File: src/logic/snoop_data_pkg.sv
//////////////////////////////////////////////////
// Snoop data collector shared definitions
// Consumer encoding and default sizes
//////////////////////////////////////////////////

package snoop_data_pkg;

    // Unit that consumes the snoop data of a request
    typedef enum logic {
        USER_MEMORY = 1'b0,
        USER_SNOOP  = 1'b1
    } cd_user_e;

    // Number of snooped masters
    localparam int unsigned DefaultNumMst = 4;

    // Width of one snoop data beat
    localparam int unsigned DefaultDataWidth = 64;

    // Entries in the ordering queue
    localparam int unsigned DefaultQueueDepth = 4;

    // Credits per consumer
    localparam int unsigned DefaultCredits = 4;

endpackage

File: src/logic/cd_beat_tracker.sv
//////////////////////////////////////////////////
// Snoop data beat tracker
// Accepts masked beats, forwards the first responder
//////////////////////////////////////////////////

module cd_beat_tracker #(
    parameter int unsigned NumMst    = 4,
    parameter int unsigned DataWidth = 64,
    localparam int unsigned IdxW     = (NumMst > 1) ? $clog2(NumMst) : 1
) (
    input  logic                                 clk_i,
    input  logic                                 rst_ni,
    // Head of the ordering queue
    input  logic                                 head_valid_i,
    input  snoop_data_pkg::cd_user_e             head_user_i,
    input  logic [IdxW-1:0]                      head_first_i,
    input  logic [NumMst-1:0]                    head_avail_i,
    output logic                                 pop_o,
    // Credit state of the consumers
    input  logic                                 mem_has_credit_i,
    input  logic                                 snp_has_credit_i,
    // Snoop data channels
    input  logic [NumMst-1:0]                    cd_valid_i,
    input  logic [NumMst-1:0][DataWidth-1:0]     cd_data_i,
    input  logic [NumMst-1:0]                    cd_last_i,
    output logic [NumMst-1:0]                    cd_ready_o,
    // Forwarded beat
    output logic                                 fwd_valid_o,
    output snoop_data_pkg::cd_user_e             fwd_user_o,
    output logic [DataWidth-1:0]                 fwd_data_o,
    output logic                                 fwd_last_o
);
    import snoop_data_pkg::*;

    logic [NumMst-1:0] last_q;
    logic [NumMst-1:0] beat_hs;
    logic              head_credit;
    logic              done;

    assign head_credit = (head_user_i == USER_MEMORY) ? mem_has_credit_i : snp_has_credit_i;

    //////////////////////////////////////////////////
    // Ready per master
    //////////////////////////////////////////////////

    always_comb begin
        for (int i = 0; i < NumMst; i++) begin
            cd_ready_o[i] = head_valid_i && head_avail_i[i] && !last_q[i];
            // First responder also waits for a credit
            if (head_first_i == IdxW'(i)) begin
                cd_ready_o[i] = cd_ready_o[i] && head_credit;
            end
        end
    end

    assign beat_hs = cd_valid_i & cd_ready_o;

    // All masked masters have sent last
    assign done  = head_valid_i && (last_q == head_avail_i);
    assign pop_o = done;

    always_ff @(posedge clk_i or negedge rst_ni) begin
        if (!rst_ni) begin
            last_q <= '0;
        end else if (done) begin
            last_q <= '0;
        end else begin
            last_q <= last_q | (beat_hs & cd_last_i);
        end
    end

    //////////////////////////////////////////////////
    // Forward path
    //////////////////////////////////////////////////

    assign fwd_valid_o = beat_hs[head_first_i];
    assign fwd_user_o  = head_user_i;
    assign fwd_data_o  = cd_data_i[head_first_i];
    assign fwd_last_o  = cd_last_i[head_first_i];

endmodule

File: src/logic/cd_credit_out.sv
//////////////////////////////////////////////////
// Snoop data output stage
// Registers forwarded beats, one credit pool per consumer
//////////////////////////////////////////////////

module cd_credit_out #(
    parameter int unsigned NumMst    = 4,
    parameter int unsigned DataWidth = 64,
    parameter int unsigned Credits   = 4
) (
    input  logic                      clk_i,
    input  logic                      rst_ni,
    // Beat from the tracker
    input  logic                      fwd_valid_i,
    input  snoop_data_pkg::cd_user_e  fwd_user_i,
    input  logic [DataWidth-1:0]      fwd_data_i,
    input  logic                      fwd_last_i,
    // Credit returns
    input  logic                      mem_credit_i,
    input  logic                      snp_credit_i,
    output logic                      mem_has_credit_o,
    output logic                      snp_has_credit_o,
    // Consumer outputs
    output logic                      mem_valid_o,
    output logic                      snp_valid_o,
    output logic [DataWidth-1:0]      out_data_o,
    output logic                      out_last_o
);
    import snoop_data_pkg::*;

    localparam int unsigned CntW = $clog2(Credits + 1);

    if (NumMst == 0 || Credits == 0) begin : gen_param_check
        $error("Snoop data output stage needs at least one master and one credit");
    end

    // Indexed by consumer encoding
    logic [1:0]      strobe_q;
    logic [1:0]      credit_ret;
    logic [1:0]      has_credit;
    logic [CntW-1:0] credit_q [2];

    assign credit_ret[USER_MEMORY] = mem_credit_i;
    assign credit_ret[USER_SNOOP]  = snp_credit_i;

    always_ff @(posedge clk_i or negedge rst_ni) begin
        if (!rst_ni) begin
            strobe_q <= '0;
            for (int c = 0; c < 2; c++) begin
                credit_q[c] <= CntW'(Credits);
            end
        end else begin
            for (int c = 0; c < 2; c++) begin
                strobe_q[c] <= fwd_valid_i && (fwd_user_i == cd_user_e'(c));
                credit_q[c] <= credit_q[c] - CntW'(strobe_q[c]) + CntW'(credit_ret[c]);
            end
        end
    end

    // A beat on the strobe still holds its credit this cycle
    always_comb begin
        for (int c = 0; c < 2; c++) begin
            has_credit[c] = credit_q[c] > CntW'(strobe_q[c]);
        end
    end

    assign mem_has_credit_o = has_credit[USER_MEMORY];
    assign snp_has_credit_o = has_credit[USER_SNOOP];
    assign mem_valid_o      = strobe_q[USER_MEMORY];
    assign snp_valid_o      = strobe_q[USER_SNOOP];

    // Payload
    always_ff @(posedge clk_i) begin
        if (fwd_valid_i) begin
            out_data_o <= fwd_data_i;
            out_last_o <= fwd_last_i;
        end
    end

endmodule

File: src/logic/cd_order_queue.sv
//////////////////////////////////////////////////
// Snoop data ordering queue
// Fall-through FIFO of pending snoop data requests
//////////////////////////////////////////////////

module cd_order_queue #(
    parameter int unsigned NumMst     = 4,
    parameter int unsigned QueueDepth = 4,
    localparam int unsigned IdxW      = (NumMst > 1) ? $clog2(NumMst) : 1
) (
    input  logic                      clk_i,
    input  logic                      rst_ni,
    input  logic                      req_valid_i,
    input  snoop_data_pkg::cd_user_e  req_user_i,
    input  logic [IdxW-1:0]           req_first_i,
    input  logic [NumMst-1:0]         req_avail_i,
    output logic                      req_ready_o,
    input  logic                      pop_i,
    output logic                      head_valid_o,
    output snoop_data_pkg::cd_user_e  head_user_o,
    output logic [IdxW-1:0]           head_first_o,
    output logic [NumMst-1:0]         head_avail_o
);
    import snoop_data_pkg::*;

    localparam int unsigned PtrW = (QueueDepth > 1) ? $clog2(QueueDepth) : 1;
    localparam int unsigned CntW = $clog2(QueueDepth + 1);

    // Entry storage
    cd_user_e          user_q  [QueueDepth];
    logic [IdxW-1:0]   first_q [QueueDepth];
    logic [NumMst-1:0] avail_q [QueueDepth];

    logic [PtrW-1:0] wr_ptr_q;
    logic [PtrW-1:0] rd_ptr_q;
    logic [CntW-1:0] count_q;
    logic            empty;
    logic            push;
    logic            pop;

    assign empty       = (count_q == '0);
    assign req_ready_o = (count_q != CntW'(QueueDepth));
    assign push        = req_valid_i && req_ready_o;
    assign pop         = pop_i && head_valid_o;

    // Empty queue bypasses the incoming request to the head
    assign head_valid_o = !empty || req_valid_i;
    assign head_user_o  = empty ? req_user_i  : user_q[rd_ptr_q];
    assign head_first_o = empty ? req_first_i : first_q[rd_ptr_q];
    assign head_avail_o = empty ? req_avail_i : avail_q[rd_ptr_q];

    always_ff @(posedge clk_i) begin
        if (push) begin
            user_q[wr_ptr_q]  <= req_user_i;
            first_q[wr_ptr_q] <= req_first_i;
            avail_q[wr_ptr_q] <= req_avail_i;
        end
    end

    always_ff @(posedge clk_i or negedge rst_ni) begin
        if (!rst_ni) begin
            wr_ptr_q <= '0;
            rd_ptr_q <= '0;
            count_q  <= '0;
        end else begin
            if (push) begin
                wr_ptr_q <= (wr_ptr_q == PtrW'(QueueDepth - 1)) ? '0 : wr_ptr_q + 1'b1;
            end
            if (pop) begin
                rd_ptr_q <= (rd_ptr_q == PtrW'(QueueDepth - 1)) ? '0 : rd_ptr_q + 1'b1;
            end
            count_q <= count_q + CntW'(push) - CntW'(pop);
        end
    end

endmodule

File: src/logic/snoop_data_ctrl.sv
//////////////////////////////////////////////////
// Snoop data collector top level
// Ordering queue, beat tracker and credit output
//////////////////////////////////////////////////

module snoop_data_ctrl #(
    parameter int unsigned NumMst     = snoop_data_pkg::DefaultNumMst,
    parameter int unsigned DataWidth  = snoop_data_pkg::DefaultDataWidth,
    parameter int unsigned QueueDepth = snoop_data_pkg::DefaultQueueDepth,
    parameter int unsigned Credits    = snoop_data_pkg::DefaultCredits,
    localparam int unsigned IdxW      = (NumMst > 1) ? $clog2(NumMst) : 1
) (
    input  logic                              clk_i,
    input  logic                              rst_ni,
    // Request port
    input  logic                              req_valid_i,
    input  snoop_data_pkg::cd_user_e          req_user_i,
    input  logic [IdxW-1:0]                   req_first_i,
    input  logic [NumMst-1:0]                 req_avail_i,
    output logic                              req_ready_o,
    // Snoop data channels
    input  logic [NumMst-1:0]                 cd_valid_i,
    input  logic [NumMst-1:0][DataWidth-1:0]  cd_data_i,
    input  logic [NumMst-1:0]                 cd_last_i,
    output logic [NumMst-1:0]                 cd_ready_o,
    // Consumer outputs
    output logic [DataWidth-1:0]              out_data_o,
    output logic                              out_last_o,
    output logic                              mem_valid_o,
    output logic                              snp_valid_o,
    input  logic                              mem_credit_i,
    input  logic                              snp_credit_i
);
    import snoop_data_pkg::*;

    logic                 head_valid;
    cd_user_e             head_user;
    logic [IdxW-1:0]      head_first;
    logic [NumMst-1:0]    head_avail;
    logic                 pop;

    logic                 fwd_valid;
    cd_user_e             fwd_user;
    logic [DataWidth-1:0] fwd_data;
    logic                 fwd_last;

    logic                 mem_has_credit;
    logic                 snp_has_credit;

    cd_order_queue #(
        .NumMst     (NumMst),
        .QueueDepth (QueueDepth)
    ) u_order_queue (
        .clk_i,
        .rst_ni,
        .req_valid_i,
        .req_user_i,
        .req_first_i,
        .req_avail_i,
        .req_ready_o,
        .pop_i        (pop),
        .head_valid_o (head_valid),
        .head_user_o  (head_user),
        .head_first_o (head_first),
        .head_avail_o (head_avail)
    );

    cd_beat_tracker #(
        .NumMst    (NumMst),
        .DataWidth (DataWidth)
    ) u_beat_tracker (
        .clk_i,
        .rst_ni,
        .head_valid_i     (head_valid),
        .head_user_i      (head_user),
        .head_first_i     (head_first),
        .head_avail_i     (head_avail),
        .pop_o            (pop),
        .mem_has_credit_i (mem_has_credit),
        .snp_has_credit_i (snp_has_credit),
        .cd_valid_i,
        .cd_data_i,
        .cd_last_i,
        .cd_ready_o,
        .fwd_valid_o      (fwd_valid),
        .fwd_user_o       (fwd_user),
        .fwd_data_o       (fwd_data),
        .fwd_last_o       (fwd_last)
    );

    cd_credit_out #(
        .NumMst    (NumMst),
        .DataWidth (DataWidth),
        .Credits   (Credits)
    ) u_credit_out (
        .clk_i,
        .rst_ni,
        .fwd_valid_i      (fwd_valid),
        .fwd_user_i       (fwd_user),
        .fwd_data_i       (fwd_data),
        .fwd_last_i       (fwd_last),
        .mem_credit_i,
        .snp_credit_i,
        .mem_has_credit_o (mem_has_credit),
        .snp_has_credit_o (snp_has_credit),
        .mem_valid_o,
        .snp_valid_o,
        .out_data_o,
        .out_last_o
    );

endmodule

File: config.mk
export PLATFORM = sky130hd
export DESIGN_NAME = snoop_data_ctrl
export DESIGN_NICKNAME = d
export VERILOG_FILES = /design/src/logic/snoop_data_pkg.sv /design/src/logic/cd_beat_tracker.sv /design/src/logic/cd_credit_out.sv /design/src/logic/cd_order_queue.sv /design/src/logic/snoop_data_ctrl.sv
export SDC_FILE = /design/constraint.sdc
export NUM_CORES = 1
export LEC_CHECK = 0
export ABC_AREA = 1
export BUFFER_PORTS_ARGS = -buffer_cell sky130_fd_sc_hd__buf_2
export CORE_AREA = 2 2 136 138
export DETAILED_ROUTE_END_ITERATION = 10
export DIE_AREA = 0 0 138 140
export PLACE_DENSITY = 0.75
export SLEW_MARGIN = 20
export SYNTH_ARGS = -nofsm -noshare
export SYNTH_HDL_FRONTEND = slang
export SYNTH_SLANG_ARGS = --single-unit
File: constraint.sdc
create_clock -name clk_i -period 4.46 [get_ports clk_i]
set_input_delay 0.892 -clock clk_i [delete_from_list [all_inputs] [get_ports clk_i]]
set_output_delay 0.892 -clock clk_i [all_outputs]
set_load 0.05 [all_outputs]
==> results of run 1 <==
[how the worst max path moves through the flow]
stage / cells past startpoint / end / slack, ps
6_report: 9 / cd_ready_o[1] / 690
5_1_grt: 9 / cd_ready_o[1] / 410
4_1_cts: 9 / cd_ready_o[1] / 680
3_5_place_dp: 7 / cd_ready_o[1] / 1070
3_3_place_gp: 7 / cd_ready_o[1] / 1110
2_1_floorplan: 7 / u_credit_out.out_data_o[0]$_DFFE_PN_ / 750
[routing by layer]
| layer | wire length (µm) | up-vias |
|---|---|---|
| met2 | 9419 | 326 |
| met3 | 2275 | 22 |
| met1 | 8007 | 2591 |
| met4 | 366 | 0 |
| met5 | 0 | - |
| li1 | - | 2773 |
[area by class of cell]
type	count	area [µm²]	area share
multi-input combinational	411	2267	0.2805
inverter	45	168.9	0.02090
clock buffer	9	225.2	0.02786
antenna	2	5.005	0.0006192
sequential	112	3271	0.4046
clock inverter	7	72.57	0.008978
tap	229	286.5	0.03545
timing repair buffer	352	1787	0.2211
[registers in the layout, summed over array words and instances, names as in the netlist]
register / cells
u_order_queue.rd_ptr_q: 2
u_order_queue.avail_q: 16
u_order_queue.user_q: 4
u_credit_out.out_last_o: 1
u_credit_out.out_data_o: 64
u_order_queue.first_q: 8
u_credit_out.strobe_q: 2
u_order_queue.wr_ptr_q: 2
u_order_queue.count_q: 3
u_credit_out.credit_q: 6
u_beat_tracker.last_q: 4
[synth_stat cells]
master    number  share of area
nand2_2        2         0.0021
buf_2         16          0.014
nor2_2         4         0.0043
fa_1           3          0.010
and2_1         4         0.0043
a21oi_1        4         0.0034
xnor2_1        1         0.0015
clkbuf_1       4         0.0026
buf_1          4         0.0026
or2_1          7         0.0075
inv_2          3         0.0019
ha_1          13          0.028
nand2_1      175           0.11
nand3_1       72          0.061
o21ai_1        4         0.0034
o21ai_0        4         0.0034
nand3_2        1         0.0017
buf_4          4         0.0051
nor2_8         1         0.0034
and3_1         1         0.0011
inv_1         42          0.027
xor2_1         3         0.0045
dfrtp_1       17          0.072
a22oi_1       89           0.11
nor2_1        21          0.013
dfstp_2        2         0.0090
buf_6          5         0.0096
edfxtp_1      93           0.48
nor3_1         2         0.0017
[worst max-delay path, delay by kind of cell, from the launching register on]
kind                   cells  cell delay [ps]
buffers and inverters      2              450
DFF                        1              650
and+or+nand+nor            7             1430
[logic make-up (layout without fill, tap and decap cells)]
group                      after synthesis  after routing  synth area share
AOI/OAI and AO/OA                      101            101            0.1240
xor gates and xnor gates                 4              4          0.005969
adders and majority gates               16             16           0.03794
buffers and inverters                   78            413           0.06223
DFF                                    112            112            0.5571
other                                    0              2                 0
and+or+nand+nor                        290            290            0.2127
[power groups by stage]
stage	Clock, mW	Combinational, mW	Sequential (mW)
finish	0.799	5.13	2.30
global route	0.862	5.64	2.34
CTS	0.826	5.22	2.30
detailed placement	0	5.20	2.31
global placement	0	5.12	2.31
floorplan	0	2.71	3.43
==> impl_metrics.env, run 1 <==
export IMPL_synth_cell_types=29
export IMPL_finalPower_mw=8.230
export IMPL_num_fill_cells=1707
export IMPL_seq_power_share=0.279
export IMPL_rr_worst_depth=13
export IMPL_num_io_pins=348
export IMPL_finalWeightedCongestion=0.8895
export IMPL_ant_nets=0
export IMPL_clock_latency_ps=360
export IMPL_final_common_cell="buf_2"
export IMPL_start_util=0.3302
export IMPL_power_switching_mw=4.418
export IMPL_drv_cap=0
export IMPL_slew_headroom=0.4653
export IMPL_wirelength_um=20070
export IMPL_critPathMostFrequentCell="nand2_1"
export IMPL_gr_usage_all_layers=0.1982
export IMPL_rrSetupSlack_ps=1300
export IMPL_htree_levels=3
export IMPL_postSynthAreaPerCell_um2=9.768
export IMPL_grt_pass1_wl_um=29640
export IMPL_r2r_end="u_credit_out.out_data_o[63]$_DFFE_PN_"
export IMPL_dr_first_iter_drc_count=454
export IMPL_powerDensity_nw_per_um2=1018
export IMPL_timing_hold_ws_ps=465.0
export IMPL_final_max_slew_viol_count=0
export IMPL_use_met3=0.06735
export IMPL_path_cells="inv_2, nand2_1, nand3_1, nand3_1, nand2_1, nor2_4, nand2_1, and2_1, buf_2"
export IMPL_leakage_nw=3.901
export IMPL_design_die_area_um2=19320
export IMPL_post_cts_resized=0
export IMPL_worstSetupStartpointType="register"
export IMPL_status="complete, no violations"
export IMPL_core_area_um2=17780
export IMPL_row_count=49
export IMPL_cts_buffer_depth=2
export IMPL_wl_per_cell_um=17.20
export IMPL_clock_sinks=112
export IMPL_die_h_um=140
export IMPL_top_usage_layer="met2"
export IMPL_p_clk_frac=0.097
export IMPL_end_kind="output port"
export IMPL_grt_ovfl_total=0
export IMPL_drt_pass1_iterations=8
export IMPL_min_path_type="in2async"
export IMPL_yosysWarnings=0
export IMPL_place_hpwl_um=15580
export IMPL_grt_pass1_vias=5408
export IMPL_place_area_um2=7780
export IMPL_p_sw_frac=0.5368
export IMPL_final_cell_area_um2=8083
export IMPL_ys_ff_latch=112
export IMPL_syn_area_um2=5871
export IMPL_p_comb_frac=0.624
export IMPL_die_x_um=138
export IMPL_numCtsBuffers=9
export IMPL_rsz0062_at_grt="no"
export IMPL_cts_tree="yes"
export IMPL_worstMarginPinSlew_ps=800.2
export IMPL_critPathSlowestCell="nor2_4"
export IMPL_crit_required_ps=3570
export IMPL_vias=5712
export IMPL_final_core_util=0.4546
export IMPL_startpoint="u_order_queue.rd_ptr_q[0]$_DFFE_PN0P_"
export IMPL_grt_use_met1=0.2549
export IMPL_cts_setup_buffers=0
export IMPL_ir_worst_vdd_mv=0.8397
export IMPL_clockRootBuffer="clkbuf_16"
export IMPL_criticalPathCategory="reg2out"
export IMPL_syn_num_nets=893
export IMPL_clk_pin_slew_ps=80
export IMPL_slowest_delay_ps=660
export IMPL_port_buffers=347
export IMPL_place_ws_ps=1068
export IMPL_crit_fanout=31
export IMPL_cts_hold_repair_buffers=0
export IMPL_hold_viol=0
export IMPL_synthesis_instances=601
export IMPL_fin_crit_ps=3770
export IMPL_timing_rr_start="u_order_queue.rd_ptr_q[0]$_DFFE_PN0P_"
export IMPL_instances_no_fill=1167
export IMPL_place_inst=1149
export IMPL_final_cell_mix="347 x buf_2, 175 x nand2_1, 93 x edfxtp_1"
export IMPL_use_met2=0.3163
export IMPL_setup_violations_final=0
export IMPL_post_route_drc_count=0
export IMPL_worstPathArrival_ps=2880
export IMPL_layout_worst_path_cycle_share=0.8453
export IMPL_fin_skew_ps=14.26
export IMPL_area_growth_syn_to_layout_pct=37.68
export IMPL_grt_antenna_before_repair=1
export IMPL_finalSetupTns_ps=0
export IMPL_fmax_ghz=0.2653
export IMPL_fin_nets=1223
export IMPL_layout_drive_gt1_share=0.4103
export IMPL_grt_max_degree=66
export IMPL_fin_ws_ps=690.0
export IMPL_ys_seq_area_frac=0.5571
export IMPL_via_per_inst=4.895
export IMPL_p_int_mw=3.812
No activity file was read; power rests on OpenSTA's default activity.
==> inputs of run 2 (changes only) <==
- ABC_AREA: 1 -> 0
- CORE_AREA: 2 2 136 138 -> 2 2 137 139
- DIE_AREA: 0 0 138 140 -> 0 0 139 141
- PLACE_DENSITY: 0.75 -> 0.74
- clock period: 4.46 -> 3.8 ns (I/O delays scaled with it)
==> run 2 against run 1 <==
  * Flip-flop and latch count did not move
  * Total power grew 9.1%
  * Synthesized cell count rose by 0.83%
  * Register-to-register slack worse by 750 ps
  * Area after synthesis rose by 7.9%
  * Count of clock-buffer cells in the layout stayed put
  * Worst hold slack got worse by 120 ps
  * Sequential share of layout area down 2.4 points
  * Clock power up 16%
  * Die area up 1.4%
  * Worst setup slack worse by 500 ps
==> impl_metrics.env, run 2 <==
export IMPL_rrSetupSlack_ps=550
export IMPL_area_growth_syn_to_layout_pct=35.66
export IMPL_cpLargestDelayFamily="multiplexers"
export IMPL_design_die_area_um2=19600
export IMPL_synth_top_cell_area_share=0.4408
export IMPL_worstMarginPinSlew_ps=870.6
export IMPL_synthSimpleGateAreaFrac=0.1728
export IMPL_largest_register="u_credit_out.out_data_o"
export IMPL_fin_nets=1220
export IMPL_slowest_delay_ps=630
export IMPL_syn_num_nets=898
export IMPL_finalPower_mw=8.981
export IMPL_p_int_mw=4.322
export IMPL_final_core_util=0.4705
export IMPL_via_per_inst=5.069
export IMPL_htree_levels=3
export IMPL_synth_xor_area_share=0.01619
export IMPL_ant_nets=0
export IMPL_synthTopCellsByArea="edfxtp_1 44%, nand2_1 8.1%, a211oi_1 7.9%, dfrtp_1 6.7%, a31oi_1 6.4%"
export IMPL_grt_antenna_before_repair=3
export IMPL_post_route_drc_count=0
export IMPL_cts_buffer_depth=2
export IMPL_clock_latency_ps=360
export IMPL_critPathMostFrequentCell="nor3_1"
export IMPL_grt_pass1_wl_um=29700
export IMPL_seq_power_share=0.280
export IMPL_yosysMostFrequentCell="nand2_1"
export IMPL_synth_cell_types=45
export IMPL_clk_pin_slew_ps=80
export IMPL_layout_worst_path_cycle_share=0.9505
export IMPL_final_cell_area_um2=8596
export IMPL_cts_setup_buffers=0
export IMPL_grt_pass1_vias=5482
export IMPL_syn_area_um2=6336
export IMPL_p_clk_frac=0.103
export IMPL_cts_hold_repair_buffers=0
export IMPL_synth_area_mux_share=0.04542
export IMPL_p_sw_frac=0.5187
export IMPL_setup_violations_final=0
export IMPL_port_buffers=347
export IMPL_die_x_um=139
export IMPL_hold_viol=0
export IMPL_synthesis_instances=606
export IMPL_numCtsBuffers=9
export IMPL_ir_worst_vdd_mv=0.6305
export IMPL_gr_usage_all_layers=0.1931
export IMPL_yosysTopAreaCell="edfxtp_1"
export IMPL_r2r_end="u_order_queue.count_q[2]$_DFF_PN0_"
export IMPL_drv_cap=0
export IMPL_final_common_cell="buf_2"
export IMPL_p_comb_frac=0.617
export IMPL_seqCellArea_um2=3271
export IMPL_place_hpwl_um=15400
export IMPL_critPathSlowestCell="dfrtp_1"
export IMPL_synthAdderAreaFrac=0.03515
export IMPL_cp_buffers_inverters=1
export IMPL_slew_headroom=0.4196
export IMPL_largest_register_ffs=64
export IMPL_fin_crit_ps=3612
export IMPL_start_util=0.3468
export IMPL_rsz0062_at_grt="no"
export IMPL_status="complete, no violations"
export IMPL_criticalPathCategory="reg2out"
export IMPL_die_h_um=141
export IMPL_crit_required_ps=3040
export IMPL_wl_per_cell_um=17.07
export IMPL_place_area_um2=8300
export IMPL_crit_fanout=10
export IMPL_finalWeightedCongestion=0.9254
export IMPL_end_kind="output port"
export IMPL_post_cts_resized=0
export IMPL_row_count=50
export IMPL_num_fill_cells=1713
export IMPL_grt_ovfl_total=0
export IMPL_ys_async_sr_fraction=0.1696
export IMPL_synth_top_family_by_area="simple AND/OR/NAND/NOR gates"
export IMPL_rr_worst_depth=9
export IMPL_top_regs="u_credit_out.out_data_o (64), u_order_queue.avail_q (16), u_order_queue.first_q (8)"
export IMPL_powerDensity_nw_per_um2=1045
export IMPL_multi_input_area_um2=2839
export IMPL_core_area_um2=18270
export IMPL_power_switching_mw=4.659
export IMPL_clock_sinks=112
export IMPL_synth_compound_area_share=0.1690
export IMPL_wirelength_um=19970
export IMPL_synth_edff_count=93
export IMPL_min_path_type="in2async"
export IMPL_dr_first_iter_drc_count=328
export IMPL_final_cell_mix="347 x buf_2, 136 x nand2_1, 93 x edfxtp_1"
export IMPL_layout_drive_gt1_share=0.4234
export IMPL_ys_ff_latch=112
export IMPL_finalSetupTns_ps=0
export IMPL_timing_rr_start="u_order_queue.rd_ptr_q[0]$_DFFE_PN0P_"
export IMPL_synth_common_cells="136 x nand2_1, 93 x edfxtp_1, 67 x a211oi_1, 65 x a31oi_1, 63 x and2_0"
export IMPL_fmax_ghz=0.2769
export IMPL_yosysWarnings=0
export IMPL_worstSetupStartpointType="register"
export IMPL_worstPathArrival_ps=2850
export IMPL_ys_seq_area_frac=0.5162
export IMPL_leakage_nw=3.719
export IMPL_fin_skew_ps=13.51
export IMPL_cts_tree="yes"
export IMPL_final_max_slew_viol_count=0
export IMPL_postSynthAreaPerCell_um2=10.46
export IMPL_path_cells="mux4_1, mux2_4, mux2i_4, nor3_1, nor3_1, buf_2"
export IMPL_num_io_pins=348
export IMPL_drt_pass1_iterations=5
export IMPL_clockRootBuffer="clkbuf_16"
export IMPL_grt_max_degree=88
export IMPL_timing_hold_ws_ps=342.4
export IMPL_yosys_most_used_dff="edfxtp_1"
export IMPL_vias=5931
run 2: worst max-delay path by stage:
| stage | startpoint | end | cells after the start |
|---|---|---|---|
| 6_report | u_order_queue.rd_ptr_q[0]$_DFFE_PN0P_ | cd_ready_o[2] | 6 |
| 3_3_place_gp | u_order_queue.rd_ptr_q[0]$_DFFE_PN0P_ | cd_ready_o[2] | 6 |
| 2_1_floorplan | u_order_queue.rd_ptr_q[0]$_DFFE_PN0P_ | u_credit_out.out_data_o[0]$_DFFE_PN_ | 6 |
| 3_5_place_dp | req_valid_i | u_order_queue.count_q[2]$_DFF_PN0_ | 10 |
| 5_1_grt | u_order_queue.rd_ptr_q[0]$_DFFE_PN0P_ | cd_ready_o[2] | 6 |
| 4_1_cts | u_order_queue.rd_ptr_q[0]$_DFFE_PN0P_ | cd_ready_o[2] | 6 |
run 2: routing by layer:
metal  global-route usage  part of all wire  vias to the layer above  wire length (µm)
li1                     -                 -                     2877                 -
met1               0.2464              0.41                     2793              8219
met2               0.3236              0.49                      228              9848
met3              0.04008             0.067                       33              1345
met4              0.07602             0.028                        0               556
met5                    0                 0                        -                 0
run 2: through the flow:
stage | setup slack, ps | instances
3_5_place_dp | 552.3 | 1151
2_1_floorplan | 17.42 | 606
5_1_grt | 38.42 | 1170
6_report | 188.0 | 1170
3_3_place_gp | 591.7 | 1151
4_1_cts | 160.0 | 1167
run 2: layout make-up:
type / instances / share of cell area
Sequential cell: 112 / 0.3805
Multi-Input combinational cell: 425 / 0.3303
Timing Repair Buffer: 357 / 0.2108
Tap cell: 234 / 0.03406
Clock buffer: 9 / 0.02620
Inverter: 23 / 0.01004
Clock inverter: 7 / 0.007278
Antenna cell: 3 / 0.0008734
run 2: cell families after synthesis:
kind of cell,after synthesis
buf+inv,69
simple gates,232
compound gates,151
fa+ha+maj,16
mux,16
flops,112
xor+xnor,10
run 2: power by group through the flow:
stage               registers, mW  clock network (mW)  logic [mW]
finish                       2.51               0.925        5.55
global route                 2.56               0.993        6.02
CTS                          2.51               0.950        5.60
detailed placement           2.54                   0        5.57
global placement             2.52                   0        5.49
floorplan                    3.83                   0        2.91
run 2: worst reg2reg max path: stages, from the launching register on:
cell,delay (ps)
dfrtp_1,630
mux4_1,640
a22oi_1,470
a221oi_4,130
ha_1,310
inv_1,40
ha_1,190
fa_1,410
xor2_1,180
xnor2_1,130
==> inputs of run 3 (changes only) <==
- BUFFER_PORTS_ARGS: -buffer_cell sky130_fd_sc_hd__buf_2 -> unset
- CORE_AREA: 2 2 137 139 -> 2 2 136 138
- DIE_AREA: 0 0 139 141 -> 0 0 138 140
- DONT_BUFFER_PORTS: unset -> 1
- PLACE_DENSITY: 0.74 -> 0.59
==> run 3 against run 2 <==
  * Count of clock-buffer cells in the layout increased by 2
  * Register-to-register slack about the same
  * Die area decreased by 1.4%
  * Maximum frequency increased by 3.3%
  * Cell area decreased by 20%
  * Sequential share of layout area increased by 9.4 points
  * Flip-flop and latch count unchanged
  * Core utilization decreased by 8.3 points
  * First-iteration DRC count decreased by 7.6%
  * Total power decreased by 4.0%
  * Non-clock buffer count decreased by 348
  * Final cell count decreased by 30%
  * Largest cell class unchanged
  * Highest routed layer unchanged
==> impl_metrics.env, run 3 (synthesis results as in run 2) <==
export IMPL_status="complete, no violations"
export IMPL_core_area_um2=17780
export IMPL_drt_pass1_iterations=7
export IMPL_fin_skew_ps=8.404
export IMPL_cp_buffers_inverters=0
export IMPL_grt_pass1_vias=4668
export IMPL_worstSetupStartpointType="register"
export IMPL_powerDensity_nw_per_um2=1252
export IMPL_slew_headroom=0.4953
export IMPL_setup_violations_final=0
export IMPL_layout_worst_path_cycle_share=0.9204
export IMPL_clock_sinks=112
export IMPL_cts_hold_repair_buffers=0
export IMPL_numCtsBuffers=9
export IMPL_layout_drive_gt1_share=0.08034
export IMPL_post_route_drc_count=0
export IMPL_final_cell_mix="136 x nand2_1, 93 x edfxtp_1, 66 x a211oi_1"
export IMPL_grt_antenna_before_repair=4
export IMPL_top_regs="u_credit_out.out_data_o (64), u_order_queue.avail_q (16), u_order_queue.first_q (8)"
export IMPL_cpLargestDelayFamily="multiplexers"
export IMPL_grt_use_met1=0.2136
export IMPL_final_cell_area_um2=6889
export IMPL_dr_first_iter_drc_count=303
export IMPL_place_area_um2=6580
export IMPL_htree_levels=3
export IMPL_post_cts_resized=0
export IMPL_cts_tree="yes"
export IMPL_ant_nets=0
export IMPL_largest_register="u_credit_out.out_data_o"
export IMPL_path_cells="mux4_1, mux2_4, mux2i_4, o21a_1"
export IMPL_worstMarginPinSlew_ps=757.1
export IMPL_slowest_delay_ps=620
export IMPL_crit_required_ps=3040
export IMPL_design_die_area_um2=19320
export IMPL_grt_max_degree=92
export IMPL_cts_buffer_depth=2
export IMPL_final_max_slew_viol_count=0
export IMPL_use_met3=0.06940
export IMPL_use_met2=0.2895
export IMPL_start_util=0.3564
export IMPL_fin_crit_ps=3498
export IMPL_grt_ovfl_total=0
export IMPL_ir_worst_vdd_mv=0.6807
export IMPL_min_path_type="in2async"
export IMPL_port_buffers=0
export IMPL_clk_pin_slew_ps=80
export IMPL_via_per_inst=5.789
export IMPL_clockRootBuffer="clkbuf_16"
export IMPL_clock_latency_ps=350
export IMPL_grt_pass1_wl_um=27280
export IMPL_end_kind="output port"
export IMPL_crit_fanout=10
export IMPL_largest_register_ffs=64
export IMPL_area_growth_syn_to_layout_pct=8.728
export IMPL_critPathSlowestCell="dfrtp_1"
export IMPL_rsz0062_at_grt="no"
export IMPL_num_io_pins=348
export IMPL_hold_viol=0
export IMPL_gr_usage_all_layers=0.1850
export IMPL_fin_nets=872
export IMPL_row_count=49
export IMPL_fmax_ghz=0.2859
export IMPL_final_common_cell="nand2_1"
export IMPL_leakage_nw=2.352
export IMPL_final_core_util=0.3875
export IMPL_die_h_um=140
export IMPL_drv_cap=0
export IMPL_wirelength_um=18860
export IMPL_finalSetupTns_ps=0
export IMPL_wl_per_cell_um=23.06
export IMPL_fin_ws_ps=302.4
export IMPL_worstPathArrival_ps=2740
export IMPL_place_hpwl_um=14590
export IMPL_criticalPathCategory="reg2out"
export IMPL_cts_setup_buffers=0
export IMPL_finalWeightedCongestion=0.9774
export IMPL_top_usage_layer="met2"
export IMPL_place_ws_ps=563.4
export IMPL_die_x_um=138
export IMPL_vias=4735
[run 3: changes by cell type in the layout (fill, tap and decap cells not counted), moves of 2 or more]
cell / change
clkbuf_1: +2
buf_12: +2
buf_2: -347
buf_4: -3
[run 3: final timing paths]
path | startpoint | end | slack, ps | cells past startpoint
max in group asynchronous | rst_ni | u_credit_out.credit_q[5]$_DFF_PN1_ | 3530 | 0
hold / removal | rst_ni | u_credit_out.credit_q[1]$_DFF_PN0_ | 90 | 0
setup / recovery | u_order_queue.rd_ptr_q[0]$_DFFE_PN0P_ | cd_ready_o[0] | 300 | 4
min in group clk_i | req_avail_i[0] | u_order_queue.avail_q[1][0]$_DFFE_PP_ | 500 | 0
hold reg to reg | u_order_queue.count_q[2]$_DFF_PN0_ | u_order_queue.count_q[2]$_DFF_PN0_ | 570 | 1
setup reg to reg | u_order_queue.rd_ptr_q[0]$_DFFE_PN0P_ | u_order_queue.count_q[2]$_DFF_PN0_ | 560 | 9
[run 3: final cells by class]
type | instances | area [µm²]
Clock inverter | 5 | 66.31
Sequential cell | 112 | 3271
Inverter | 23 | 86.33
Tap cell | 229 | 286.5
Antenna cell | 4 | 10.01
Timing Repair Buffer | 9 | 92.59
Clock buffer | 11 | 232.7
Fill cell | 1725 | 10890
Multi-Input combinational cell | 425 | 2844
[run 3: per-layer routing]
metal  share of wire  routed length, µm
met1            0.37               7071
met5               0                  0
met4           0.055               1031
met3           0.094               1778
met2            0.48               8980
[run 3: through the flow]
step	total power, mW	hold slack [ps]	instances
after floorplan	6.749	464.4	606
after global placement	7.550	466.1	798
after detailed placement	7.712	466.0	798
after CTS	8.703	71.92	814
after global routing	9.172	69.10	817
final	8.625	92.01	818
[run 3: worst reg2reg max path, cell delays in order (launching register included)]
cell      delay [ps]
dfrtp_1          620
mux4_1           650
a22oi_1          480
a221oi_4         120
ha_1             310
inv_1             40
ha_1             180
fa_1             410
xor2_1           180
xnor2_1          130
[run 3: report_power, final]
part | total, mW | internal [mW] | leakage, nW | switching [mW]
Clock | 0.956 | 0.520 | 0.142 | 0.435
Sequential | 4.02 | 2.30 | 1.09 | 1.72
Combinational | 3.65 | 1.28 | 1.12 | 2.37
Total | 8.62 | 4.10 | 2.35 | 4.53
